**config.mk**
```make
export PLATFORM = sky130hd
export DESIGN_NAME = csr_top
export DESIGN_NICKNAME = d
export VERILOG_FILES = /design/src/hw/csr_pkg.sv /design/src/hw/csr_decode.sv /design/src/hw/csr_trap_regs.sv /design/src/hw/csr_counters.sv /design/src/hw/csr_irq_ctrl.sv /design/src/hw/csr_top.sv
export VERILOG_INCLUDE_DIRS = /design/src /design/src/include
export SDC_FILE = /design/constraint.sdc
export NUM_CORES = 1
export LEC_CHECK = 0
export ABC_AREA = 1
export ABC_CLOCK_PERIOD_IN_PS = 4800
export BUFFER_PORTS_ARGS = -buffer_cell sky130_fd_sc_hd__buf_2
export CELL_PAD_IN_SITES_DETAIL_PLACEMENT = 2
export CELL_PAD_IN_SITES_GLOBAL_PLACEMENT = 2
export CORE_MARGIN = 1.5
export CORE_UTILIZATION = 31
export DETAILED_ROUTE_END_ITERATION = 10
export PLACE_DENSITY = 0.82
export SYNTH_ARGS = -nofsm -noshare
export SYNTH_HDL_FRONTEND = slang
export SYNTH_SLANG_ARGS = --single-unit
```
**constraint.sdc**
```tcl
create_clock -name clk -period 4.8 [get_ports clk]
set_input_delay 1.2 -clock clk [delete_from_list [all_inputs] [get_ports clk]]
set_output_delay 1.2 -clock clk [all_outputs]
set_load 0.01 [all_outputs]
```
**src/include/csr_defines.svh**
```systemverilog
/*
 * Machine-mode CSR block constants
 * Widths, CSR addresses, identity values, reset values and bit masks
 */
`ifndef CSR_DEFINES_SVH
`define CSR_DEFINES_SVH

// Widths
`define CSR_XLEN            32
`define CSR_ADDR_W          12
`define CSR_N_IRQ           16

// ----------------------------------------
// CSR addresses
`define CSR_A_MVENDORID     12'hf11
`define CSR_A_MARCHID       12'hf12
`define CSR_A_MIMPID        12'hf13
`define CSR_A_MHARTID       12'hf14
`define CSR_A_MSTATUS       12'h300
`define CSR_A_MISA          12'h301
`define CSR_A_MIE           12'h304
`define CSR_A_MTVEC         12'h305
`define CSR_A_MCOUNTINHIBIT 12'h320
`define CSR_A_MSCRATCH      12'h340
`define CSR_A_MEPC          12'h341
`define CSR_A_MCAUSE        12'h342
`define CSR_A_MTVAL         12'h343
`define CSR_A_MIP           12'h344
`define CSR_A_MCYCLE        12'hb00
`define CSR_A_MINSTRET      12'hb02
`define CSR_A_MCYCLEH       12'hb80
`define CSR_A_MINSTRETH     12'hb82

// ----------------------------------------
// Identity and reset values
`define CSR_MVENDORID_VAL   32'h0000_0000 // Non-commercial part
`define CSR_MARCHID_VAL     32'h0000_001b
`define CSR_MIMPID_VAL      32'h0000_0001
`define CSR_MISA_VAL        32'h4000_1104 // MXL=1, M, I, C
`define CSR_MTVEC_INIT      32'h0000_0000
`define CSR_MTVEC_WMASK     32'hffff_fffd // Base plus mode bit 0, bit 1 tied low
`define CSR_MIE_RSVD_MASK   32'h0000_f777

`endif

```
**src/hw/csr_pkg.sv**
```systemverilog
/*
 * CSR block shared types
 * Access request, register selects, exception codes, trap cause
 * and the common write/set/clear update rule
 */
package csr_pkg;

`include "csr_defines.svh"

	// Write kind from the CSR instruction
	typedef enum logic [1:0] {
		wt_write = 2'd1,
		wt_set   = 2'd2,
		wt_clear = 2'd3
	} csr_wtype_t;

	// One access from the core, 48 bits
	typedef struct packed {
		logic [`CSR_ADDR_W-1:0] addr;
		logic [`CSR_XLEN-1:0]   wdata;
		csr_wtype_t             wtype;
		logic                   wen;
		logic                   ren;
	} csr_req_t;

	// One select bit per implemented register
	typedef struct packed {
		logic mstatus;
		logic mscratch;
		logic mtvec;
		logic mepc;
		logic mcause;
		logic mie;
		logic mcycle;
		logic mcycleh;
		logic minstret;
		logic minstreth;
		logic mcountinhibit;
		logic ident;         // Read-only and hardwired group
		logic mip;
	} csr_sel_t;

	typedef enum logic [3:0] {
		exc_illegal    = 4'd2,
		exc_breakpoint = 4'd3,
		exc_mret       = 4'ha, // Reserved code, marks trap return
		exc_ecall      = 4'd11,
		exc_none       = 4'hf
	} except_t;

	typedef struct packed {
		logic       is_irq;
		logic [4:0] code;
	} trap_cause_t;

	// Result of a CSR write of any kind against the previous value
	function automatic logic [`CSR_XLEN-1:0] csr_update(
		input logic [`CSR_XLEN-1:0] prev,
		input csr_wtype_t           wtype,
		input logic [`CSR_XLEN-1:0] wdata
	);
		case (wtype)
			wt_set:   return prev | wdata;
			wt_clear: return prev & ~wdata;
			default:  return wdata;
		endcase
	endfunction

endpackage

```
**src/hw/csr_decode.sv**
```systemverilog
/*
 * CSR address decoder
 * One-hot register select, identity constants, read-data merge
 * and illegal access detection
 */
`timescale 1ns/1ps
`include "csr_defines.svh"

module csr_decode (
	input  csr_pkg::csr_req_t     req,
	input  logic [`CSR_XLEN-1:0]  trap_rdata, // Already gated by sel
	input  logic [`CSR_XLEN-1:0]  ctr_rdata,  // Already gated by sel
	input  logic [`CSR_XLEN-1:0]  mip,
	output csr_pkg::csr_sel_t     sel,
	output logic                  wr_en,
	output logic [`CSR_XLEN-1:0]  rdata,
	output logic                  illegal
);

	logic [`CSR_XLEN-1:0] ident_rdata;
	logic                 ident_ro;    // Address is a read-only identity register
	logic                 decode_hit;

	// ----------------------------------------
	// Address decode
	always_comb begin
		sel         = '0;
		ident_rdata = '0;
		ident_ro    = 1'b0;
		case (req.addr)
			`CSR_A_MSTATUS:       sel.mstatus       = 1'b1;
			`CSR_A_MSCRATCH:      sel.mscratch      = 1'b1;
			`CSR_A_MTVEC:         sel.mtvec         = 1'b1;
			`CSR_A_MEPC:          sel.mepc          = 1'b1;
			`CSR_A_MCAUSE:        sel.mcause        = 1'b1;
			`CSR_A_MIE:           sel.mie           = 1'b1;
			`CSR_A_MIP:           sel.mip           = 1'b1;
			`CSR_A_MCYCLE:        sel.mcycle        = 1'b1;
			`CSR_A_MCYCLEH:       sel.mcycleh       = 1'b1;
			`CSR_A_MINSTRET:      sel.minstret      = 1'b1;
			`CSR_A_MINSTRETH:     sel.minstreth     = 1'b1;
			`CSR_A_MCOUNTINHIBIT: sel.mcountinhibit = 1'b1;
			`CSR_A_MISA: begin
				sel.ident   = 1'b1;        // WARL, writes dropped silently
				ident_rdata = `CSR_MISA_VAL;
			end
			`CSR_A_MTVAL: begin
				sel.ident = 1'b1;          // Hardwired zero, writes ignored
			end
			`CSR_A_MVENDORID: begin
				sel.ident   = 1'b1;
				ident_ro    = 1'b1;
				ident_rdata = `CSR_MVENDORID_VAL;
			end
			`CSR_A_MARCHID: begin
				sel.ident   = 1'b1;
				ident_ro    = 1'b1;
				ident_rdata = `CSR_MARCHID_VAL;
			end
			`CSR_A_MIMPID: begin
				sel.ident   = 1'b1;
				ident_ro    = 1'b1;
				ident_rdata = `CSR_MIMPID_VAL;
			end
			`CSR_A_MHARTID: begin
				sel.ident = 1'b1;          // Single hart, always zero
				ident_ro  = 1'b1;
			end
			default: ;                     // hpm and friends fall out as illegal
		endcase
	end

	assign decode_hit = |sel;

	// Unmapped address, or a write to a read-only identity register
	assign illegal = (req.ren || req.wen) && (!decode_hit || (req.wen && ident_ro));
	assign wr_en   = req.wen && !illegal;

	// Each source is zero unless selected, so a plain OR merges them
	assign rdata = trap_rdata | ctr_rdata | ident_rdata | ({`CSR_XLEN{sel.mip}} & mip);

	// Read merge relies on at most one source being live
	a_sel_onehot0: assert final ($onehot0(sel));

endmodule

```
**src/hw/csr_trap_regs.sv**
```systemverilog
/*
 * Trap state registers
 * mstatus enable stack, mscratch, mtvec, mepc, mcause and mie,
 * with software access and trap entry/return updates
 */
`timescale 1ns/1ps
`include "csr_defines.svh"

module csr_trap_regs (
	input  logic                  clk,
	input  logic                  rst_n,
	input  csr_pkg::csr_req_t     req,
	input  csr_pkg::csr_sel_t     sel,
	input  logic                  wr_en,
	input  logic                  trap_fire,
	input  csr_pkg::trap_cause_t  trap_cause,
	input  csr_pkg::except_t      except,
	input  logic [`CSR_XLEN-1:0]  mepc_in,
	output logic [`CSR_XLEN-1:0]  trap_rdata,
	output logic                  mstatus_mie,
	output logic [`CSR_XLEN-1:0]  mie,
	output logic [`CSR_XLEN-1:0]  mtvec,
	output logic [`CSR_XLEN-1:0]  mepc
);

	import csr_pkg::*;

	logic                 mstatus_mpie;
	logic [`CSR_XLEN-1:0] mscratch;
	trap_cause_t          mcause_q;
	logic [`CSR_XLEN-1:0] mstatus_word;
	logic [`CSR_XLEN-1:0] mcause_word;
	logic [`CSR_XLEN-1:0] upd;          // Software result for the selected register
	logic                 sw_wr;        // Software write that survives a trap
	logic                 is_mret;

	assign is_mret = except == exc_mret;
	assign sw_wr   = wr_en && !trap_fire; // Trap wins the edge

	// ----------------------------------------
	// Read views
	assign mstatus_word = {19'h0, 2'b11, 3'h0, mstatus_mpie, 3'h0, mstatus_mie, 3'h0}; // MPP=M
	assign mcause_word  = {mcause_q.is_irq, 26'h0, mcause_q.code};

	always_comb begin
		trap_rdata = ({`CSR_XLEN{sel.mstatus}}  & mstatus_word)
		           | ({`CSR_XLEN{sel.mscratch}} & mscratch)
		           | ({`CSR_XLEN{sel.mtvec}}    & mtvec)
		           | ({`CSR_XLEN{sel.mepc}}     & mepc)
		           | ({`CSR_XLEN{sel.mcause}}   & mcause_word)
		           | ({`CSR_XLEN{sel.mie}}      & mie);
	end

	// sel is one-hot, so the read word is the previous value of the target
	assign upd = csr_update(trap_rdata, req.wtype, req.wdata);

	// ----------------------------------------
	// Control state
	always_ff @(posedge clk or negedge rst_n) begin
		if (!rst_n) begin
			mstatus_mie  <= 1'b0;
			mstatus_mpie <= 1'b0;
			mtvec        <= `CSR_MTVEC_INIT;
			mie          <= '0;
			mcause_q     <= '0;
		end else begin
			if (trap_fire && is_mret) begin
				mstatus_mie  <= mstatus_mpie; // Pop the enable stack
				mstatus_mpie <= 1'b1;
			end else if (trap_fire) begin
				mstatus_mpie <= mstatus_mie;  // Push, interrupts off in handler
				mstatus_mie  <= 1'b0;
				mcause_q     <= trap_cause;
			end else if (sw_wr && sel.mstatus) begin
				mstatus_mpie <= upd[7];
				mstatus_mie  <= upd[3];
			end else if (sw_wr && sel.mcause) begin
				mcause_q.is_irq <= upd[31];
				mcause_q.code   <= upd[4:0];
			end
			if (sw_wr && sel.mtvec)
				mtvec <= upd & `CSR_MTVEC_WMASK;
			if (sw_wr && sel.mie)
				mie <= upd & ~`CSR_MIE_RSVD_MASK; // Reserved enables stay zero
		end
	end

	// ----------------------------------------
	// Payload registers
	always_ff @(posedge clk) begin
		if (trap_fire && !is_mret)
			mepc <= mepc_in & ~32'h1;          // Halfword aligned
		else if (sw_wr && sel.mepc)
			mepc <= upd & ~32'h1;
		if (sw_wr && sel.mscratch)
			mscratch <= upd;
	end

	// Trap entry state must come from the trap, not a same-cycle CSR write
	a_trap_wins: assert property (@(posedge clk) disable iff (!rst_n)
		trap_fire && !is_mret |=>
			(mepc == ($past(mepc_in) & ~32'h1)) && (mcause_q == $past(trap_cause)));

endmodule

```
**src/hw/csr_counters.sv**
```systemverilog
/*
 * Cycle and retired-instruction counters
 * Two 64-bit counters written by 32-bit halves, plus mcountinhibit
 */
`timescale 1ns/1ps
`include "csr_defines.svh"

module csr_counters (
	input  logic                  clk,
	input  logic                  rst_n,
	input  csr_pkg::csr_req_t     req,
	input  csr_pkg::csr_sel_t     sel,
	input  logic                  wr_en,
	input  logic                  instr_ret,
	output logic [`CSR_XLEN-1:0]  ctr_rdata
);

	import csr_pkg::*;

	logic [2*`CSR_XLEN-1:0] mcycle;
	logic [2*`CSR_XLEN-1:0] minstret;
	logic [2*`CSR_XLEN-1:0] mcycle_nxt;
	logic [2*`CSR_XLEN-1:0] minstret_nxt;
	logic                   inhibit_cy;   // mcountinhibit.CY, bit 0
	logic                   inhibit_ir;   // mcountinhibit.IR, bit 2
	logic [`CSR_XLEN-1:0]   upd;

	// ----------------------------------------
	// Read port
	always_comb begin
		ctr_rdata = ({`CSR_XLEN{sel.mcycle}}        & mcycle[31:0])
		          | ({`CSR_XLEN{sel.mcycleh}}       & mcycle[63:32])
		          | ({`CSR_XLEN{sel.minstret}}      & minstret[31:0])
		          | ({`CSR_XLEN{sel.minstreth}}     & minstret[63:32])
		          | ({`CSR_XLEN{sel.mcountinhibit}} & {29'h0, inhibit_ir, 1'b0, inhibit_cy});
	end

	assign upd = csr_update(ctr_rdata, req.wtype, req.wdata);

	// Step first, then let a software write replace its half
	always_comb begin
		mcycle_nxt   = inhibit_cy ? mcycle : mcycle + 64'd1;
		minstret_nxt = (inhibit_ir || !instr_ret) ? minstret : minstret + 64'd1;
		if (wr_en && sel.mcycle)
			mcycle_nxt[31:0] = upd;
		if (wr_en && sel.mcycleh)
			mcycle_nxt[63:32] = upd;
		if (wr_en && sel.minstret)
			minstret_nxt[31:0] = upd;
		if (wr_en && sel.minstreth)
			minstret_nxt[63:32] = upd;
	end

	// ----------------------------------------
	// State
	always_ff @(posedge clk or negedge rst_n) begin
		if (!rst_n) begin
			mcycle     <= '0;
			minstret   <= '0;
			inhibit_cy <= 1'b0; // Counting from reset
			inhibit_ir <= 1'b0;
		end else begin
			mcycle   <= mcycle_nxt;
			minstret <= minstret_nxt;
			if (wr_en && sel.mcountinhibit) begin
				inhibit_ir <= upd[2];
				inhibit_cy <= upd[0];
			end
		end
	end

endmodule

```
**src/hw/csr_irq_ctrl.sv**
```systemverilog
/*
 * Interrupt and trap request control
 * Synchronises external IRQs into mip, picks the winning line and
 * forms the trap request, target address and cause
 */
`timescale 1ns/1ps
`include "csr_defines.svh"

module csr_irq_ctrl (
	input  logic                   clk,
	input  logic                   rst_n,
	input  logic [`CSR_N_IRQ-1:0]  irq,
	input  logic                   delay_irq_entry,
	input  csr_pkg::except_t       except,
	input  logic                   trap_enter_rdy,
	input  logic                   mstatus_mie,
	input  logic [`CSR_XLEN-1:0]   mie,
	input  logic [`CSR_XLEN-1:0]   mtvec,
	input  logic [`CSR_XLEN-1:0]   mepc,
	output logic [`CSR_XLEN-1:0]   mip,
	output logic [`CSR_XLEN-1:0]   trap_addr,
	output logic                   trap_is_irq,
	output logic                   trap_enter_vld,
	output logic                   trap_fire,
	output csr_pkg::trap_cause_t   trap_cause
);

	import csr_pkg::*;

	logic [`CSR_N_IRQ-1:0] irq_q;
	logic [`CSR_N_IRQ-1:0] irq_act;   // Pending and individually enabled
	logic [3:0]            irq_num;
	logic                  irq_any;
	logic                  exc_any;
	logic                  is_mret;
	logic [`CSR_XLEN-1:0]  vec_offs;

	// ----------------------------------------
	// Sampling and pending bits
	always_ff @(posedge clk or negedge rst_n) begin
		if (!rst_n)
			irq_q <= '0;
		else
			irq_q <= irq;
	end

	// Per-line bits high, global external pending at 11, timer/software stay 0
	assign mip = {irq_q, 4'h0, |irq_q, 11'h0};

	assign irq_act = irq_q & mie[31:16] & {`CSR_N_IRQ{mie[11]}};
	assign irq_any = |irq_act && mstatus_mie && !delay_irq_entry;

	// Lowest numbered line wins
	always_comb begin
		irq_num = '0;
		for (int i = `CSR_N_IRQ-1; i >= 0; i--) begin
			if (irq_act[i])
				irq_num = i[3:0];
		end
	end

	// ----------------------------------------
	// Trap request
	assign exc_any = except != exc_none;   // mret counts as an exception here
	assign is_mret = except == exc_mret;

	assign trap_enter_vld = exc_any || irq_any;
	assign trap_is_irq    = !exc_any;
	assign trap_fire      = trap_enter_vld && trap_enter_rdy;

	assign trap_cause.is_irq = !exc_any;
	assign trap_cause.code   = exc_any ? {1'b0, except} : {1'b1, irq_num}; // IRQ k is 16+k

	// Vectored mode only offsets interrupts
	assign vec_offs  = (mtvec[0] && !exc_any) ? {25'h0, 1'b1, irq_num, 2'b00} : '0;
	assign trap_addr = is_mret ? mepc : {mtvec[31:2], 2'b00} + vec_offs;

	// Return jumps back to the saved PC, never to the vector table
	a_mret_target: assert property (@(posedge clk) disable iff (!rst_n)
		trap_fire && is_mret |-> (trap_addr == mepc) && !trap_is_irq);

endmodule

```
**src/hw/csr_top.sv**
```systemverilog
/*
 * Machine-mode CSR block top level
 * Connects decoder, trap registers, counters and interrupt control
 */
`timescale 1ns/1ps
`include "csr_defines.svh"

module csr_top (
	input  logic                   clk,
	input  logic                   rst_n,
	input  csr_pkg::csr_req_t      req,
	output logic [`CSR_XLEN-1:0]   rdata,
	output logic                   illegal,
	output logic [`CSR_XLEN-1:0]   trap_addr,
	output logic                   trap_is_irq,
	output logic                   trap_enter_vld,
	input  logic                   trap_enter_rdy,
	input  logic [`CSR_XLEN-1:0]   mepc_in,
	input  logic                   delay_irq_entry,
	input  logic [`CSR_N_IRQ-1:0]  irq,
	input  csr_pkg::except_t       except,
	input  logic                   instr_ret
);

	import csr_pkg::*;

	csr_sel_t             sel;
	logic                 wr_en;
	logic [`CSR_XLEN-1:0] trap_rdata;
	logic [`CSR_XLEN-1:0] ctr_rdata;
	logic [`CSR_XLEN-1:0] mip;
	logic                 mstatus_mie;
	logic [`CSR_XLEN-1:0] mie;
	logic [`CSR_XLEN-1:0] mtvec;
	logic [`CSR_XLEN-1:0] mepc;
	logic                 trap_fire;
	trap_cause_t          trap_cause;

	// ----------------------------------------
	// Access path
	csr_decode i_csr_decode (
		.req        (req),
		.trap_rdata (trap_rdata),
		.ctr_rdata  (ctr_rdata),
		.mip        (mip),
		.sel        (sel),
		.wr_en      (wr_en),
		.rdata      (rdata),
		.illegal    (illegal)
	);

	csr_trap_regs i_csr_trap_regs (
		.clk         (clk),
		.rst_n       (rst_n),
		.req         (req),
		.sel         (sel),
		.wr_en       (wr_en),
		.trap_fire   (trap_fire),
		.trap_cause  (trap_cause),
		.except      (except),
		.mepc_in     (mepc_in),
		.trap_rdata  (trap_rdata),
		.mstatus_mie (mstatus_mie),
		.mie         (mie),
		.mtvec       (mtvec),
		.mepc        (mepc)
	);

	csr_counters i_csr_counters (
		.clk       (clk),
		.rst_n     (rst_n),
		.req       (req),
		.sel       (sel),
		.wr_en     (wr_en),
		.instr_ret (instr_ret),
		.ctr_rdata (ctr_rdata)
	);

	// ----------------------------------------
	// Trap path
	csr_irq_ctrl i_csr_irq_ctrl (
		.clk             (clk),
		.rst_n           (rst_n),
		.irq             (irq),
		.delay_irq_entry (delay_irq_entry),
		.except          (except),
		.trap_enter_rdy  (trap_enter_rdy),
		.mstatus_mie     (mstatus_mie),
		.mie             (mie),
		.mtvec           (mtvec),
		.mepc            (mepc),
		.mip             (mip),
		.trap_addr       (trap_addr),
		.trap_is_irq     (trap_is_irq),
		.trap_enter_vld  (trap_enter_vld),
		.trap_fire       (trap_fire),
		.trap_cause      (trap_cause)
	);

endmodule

```
==> impl_metrics.json <==
{
  "vias": 21634,
  "wire_per_inst_um": 28.0,
  "io_pins": 172,
  "nets": 3007,
  "grt_pass1_wl_mm": 151,
  "post-route-period-util_pct": 117,
  "antenna_found_initial": 0,
  "synth_ff_type": "dfrtp_1",
  "portBuffers": 169,
  "p_per_area_nw_per_um2": 255,
  "maxCapViolCount": 0,
  "crit_start": "i_csr_trap_regs.mie[11]",
  "clk_latency_ns": 0.57,
  "dieArea_um2": 62100,
  "n_fill_cell": 7116,
  "ys.warnings.count": 0,
  "drt-initial-drc-count": 1606,
  "synth_seq_cells": 267,
  "synth_fa_ha_area_share_pct": 0.572,
  "grt-ovfl-total": 0,
  "routabilityCongestion": 0.993,
  "required_ns": 3.60,
  "final_max_slew_viol_count": 0,
  "grt.total_usage_pct": 32.3,
  "num_rows": 90,
  "failed_checks": "setup timing",
  "syn-cell-area_um2": 18800,
  "synth_cells": 2677,
  "path_clk_slew_ns": 0.06,
  "mostFrequentLayoutCell": "nand2_1",
  "syn_area_per_cell_um2": 7.02,
  "dp_hpwl_mm": 76.9,
  "worstPathArrival_ns": 4.43,
  "core_um2": 60100,
  "max_freq_mhz": 178,
  "power_mw": 5.78,
  "postCtsHoldBufs": 0,
  "synth_compound_gate_area_share_pct": 11.8,
  "setup_viol": 27,
  "rsz0062_at_grt": "true",
  "die-width_um": 249,
  "h-tree-depth": 2,
  "grt_pass1_vias": 23142,
  "worstMarginPinSlew_ns": 1.01,
  "synth_xor_area_share_pct": 6.01,
  "synth_nets": 2790,
  "hp-class": "register to register",
  "regArea_um2": 7000,
  "cts_tree": "done",
  "viasPerCell": 5.85,
  "synth_edf_count": 63,
  "n_antenna_cell": 0,
  "synth_mux_area_share_pct": 0,
  "synth_cell_types": 58,
  "skew_ns": 0.0167,
  "initial_core_util_pct": 31.3,
  "drc": 0,
  "clock_path_buffers": 3,
  "firstDrtPassIters": 5,
  "holdWs_ns": 0.500,
  "hold_viol": 0,
  "p_leak_nw": 9.96,
  "cts_sinks": 267,
  "end_kind": "output port",
  "synth-simple-area-share_pct": 34.9,
  "crit_path_start_kind": "register",
  "area_delta_synth_final_pct": 20.5,
  "synth_top_family_by_area": "simple AND/OR/NAND/NOR gates",
  "numCtsBuffers": 37,
  "cts-root-buf": "clkbuf_16",
  "ant_nets": 0,
  "async_flop_share_pct": 76.4,
  "multiInputGateArea_um2": 10300,
  "ir_drop_mv": 0.233,
  "post-route-util_pct": 37.7,
  "rrSetupSlack_ns": 1.50,
  "layout_setup_ws_ns": -0.827,
  "r2r-start": "i_csr_trap_regs.mie[11]",
  "synth_seq_area_share_pct": 37.2,
  "totalWireLength_mm": 103,
  "cp_max_fo": 8,
  "hp-start": "i_csr_trap_regs.mtvec[0]",
  "grt_max_degree": 96,
  "final_cell_mix": "652 x nand2_1, 378 x nand3_1, 298 x inv_1, 203 x dfrtp_1, 202 x nor2_1",
  "slew_headroom_pct": 32.4,
  "critPathKind": "register to output port",
  "drive_above_1_share_pct": 15.6,
  "status": "complete, but fails checks",
  "period_needed_ns": 5.63,
  "die_y_um": 249
}
==> state kept, by name, indices dropped and copies added, names as in the netlist, 6 cells and up <==
signal,count
i_csr_trap_regs.mepc,31
i_csr_counters.minstret,64
i_csr_trap_regs.mie,19
i_csr_trap_regs.mtvec,31
i_csr_trap_regs.mscratch,32
i_csr_counters.mcycle,64
i_csr_trap_regs.mcause_q,6
i_csr_irq_ctrl.irq_q,16
==> worst paths after layout <==
path / cells after the start / end
max reg2reg: 16 / i_csr_trap_regs.mepc[29]
min: 2 / i_csr_trap_regs.mtvec[0]
max in group asynchronous: 2 / i_csr_counters.minstret[37]
min in group asynchronous: 1 / i_csr_trap_regs.mcause_q[2]
min reg2reg: 2 / i_csr_trap_regs.mtvec[0]
max: 25 / trap_addr[10]
==> where the power goes <==
| part | switching, mW | internal [mW] | total, mW |
|---|---|---|---|
| combinational | 0.295 | 0.103 | 0.397 |
| clock | 1.19 | 1.80 | 2.99 |
| sequential | 0.0217 | 2.37 | 2.39 |
==> per-stage QoR <==
| step | cells | setup slack (ns) | setup TNS [ns] | cell area (um^2) |
|---|---|---|---|---|
| 2_1_floorplan | 2677 | 0.0114 | 0 | 18800 |
| 4_1_cts | 3695 | -0.767 | -10.08 | 22400 |
| 6_report | 3701 | -0.827 | -14.80 | 22700 |
| 3_5_place_dp | 3618 | -0.672 | -8.22 | 20900 |
| 3_3_place_gp | 3618 | -0.456 | -4.51 | 20900 |
| 5_1_grt | 3701 | -1.06 | -20.05 | 22700 |
==> final cells by class <==
cell class | instances | share of cell area (%)
Multi-Input combinational cell | 1975 | 45.6
Sequential cell | 267 | 30.9
Timing Repair Buffer | 289 | 8.15
Inverter | 324 | 5.41
Clock buffer | 51 | 4.78
Tap cell | 782 | 4.32
Clock inverter | 13 | 0.834
==> repair_timing <==
item / in CTS / in global routing
gates cloned: 0 / 0
setup endpoints to repair: 28 / 37
pin swaps: 16 / 17
gates resized for setup: 43 / 38
buffers inserted: 13 / 9
==> synthesized netlist by cell type (3+ instances only) <==
cell,count,area [um^2]
o22ai_1,82,513
nand4_1,62,388
inv_2,19,71.3
o21ai_1,68,340
dfrtp_1,204,5100
xnor2_1,17,149
nand2_1,668,2510
o21ai_0,87,435
nor2_1,210,788
nor3_2,6,60.1
o221ai_1,7,61.3
a31oi_1,13,81.3
clkinv_1,4,15.0
buf_4,5,37.5
buf_2,52,260
a221oi_1,38,333
clkbuf_1,38,143
nor3_1,82,410
ha_1,7,87.6
buf_1,8,30.0
xor2_1,112,981
nor2_4,5,56.3
a22o_1,10,87.6
o211ai_1,19,143
nand2_2,5,31.3
a21oi_1,29,145
buf_6,7,78.8
nand3b_1,3,22.5
nand3_1,384,1920
inv_1,300,1130
nor4_1,25,156
nor2_2,5,31.3
edfxtp_1,63,1890
==> cells by family after synthesis <==
group | Yosys count
simple gates | 1474
compound gates | 363
fa+ha+maj | 8
buf+inv | 435
flops | 267
xor+xnor | 129
other cells | 1
==> layer usage <==
layer	track usage [%]	part of all wire (%)	vias to the layer above	wire (um)
li1	-	-	9450	-
met4	13.3	4.4	0	4530
met3	3.09	5.0	210	5190
met5	0	0	-	0
met2	55.3	49	786	50200
met1	41.6	42	11188	43500
==> worst max-delay path: stages, from the launching register on <==
cell and delay [ns]:
dfrtp_1 0.42, buf_4 0.16, buf_4 0.17, nand3_1 0.15, nand2_1 0.15, inv_1 0.10
nand3_1 0.15, nor2_2 0.20, o21ai_2 0.10, nor2_1 0.21, ha_1 0.33, nand3_2 0.13
nand2_2 0.10, nand2_2 0.08, a21oi_4 0.15, nand2_2 0.10, nor2_4 0.14, nand2_4 0.07
buf_4 0.15, buf_6 0.11, buf_4 0.12, buf_4 0.12, buf_4 0.13, nand2_2 0.06
o21ai_2 0.09, buf_2 0.16
(Power assumes the default switching activity.)
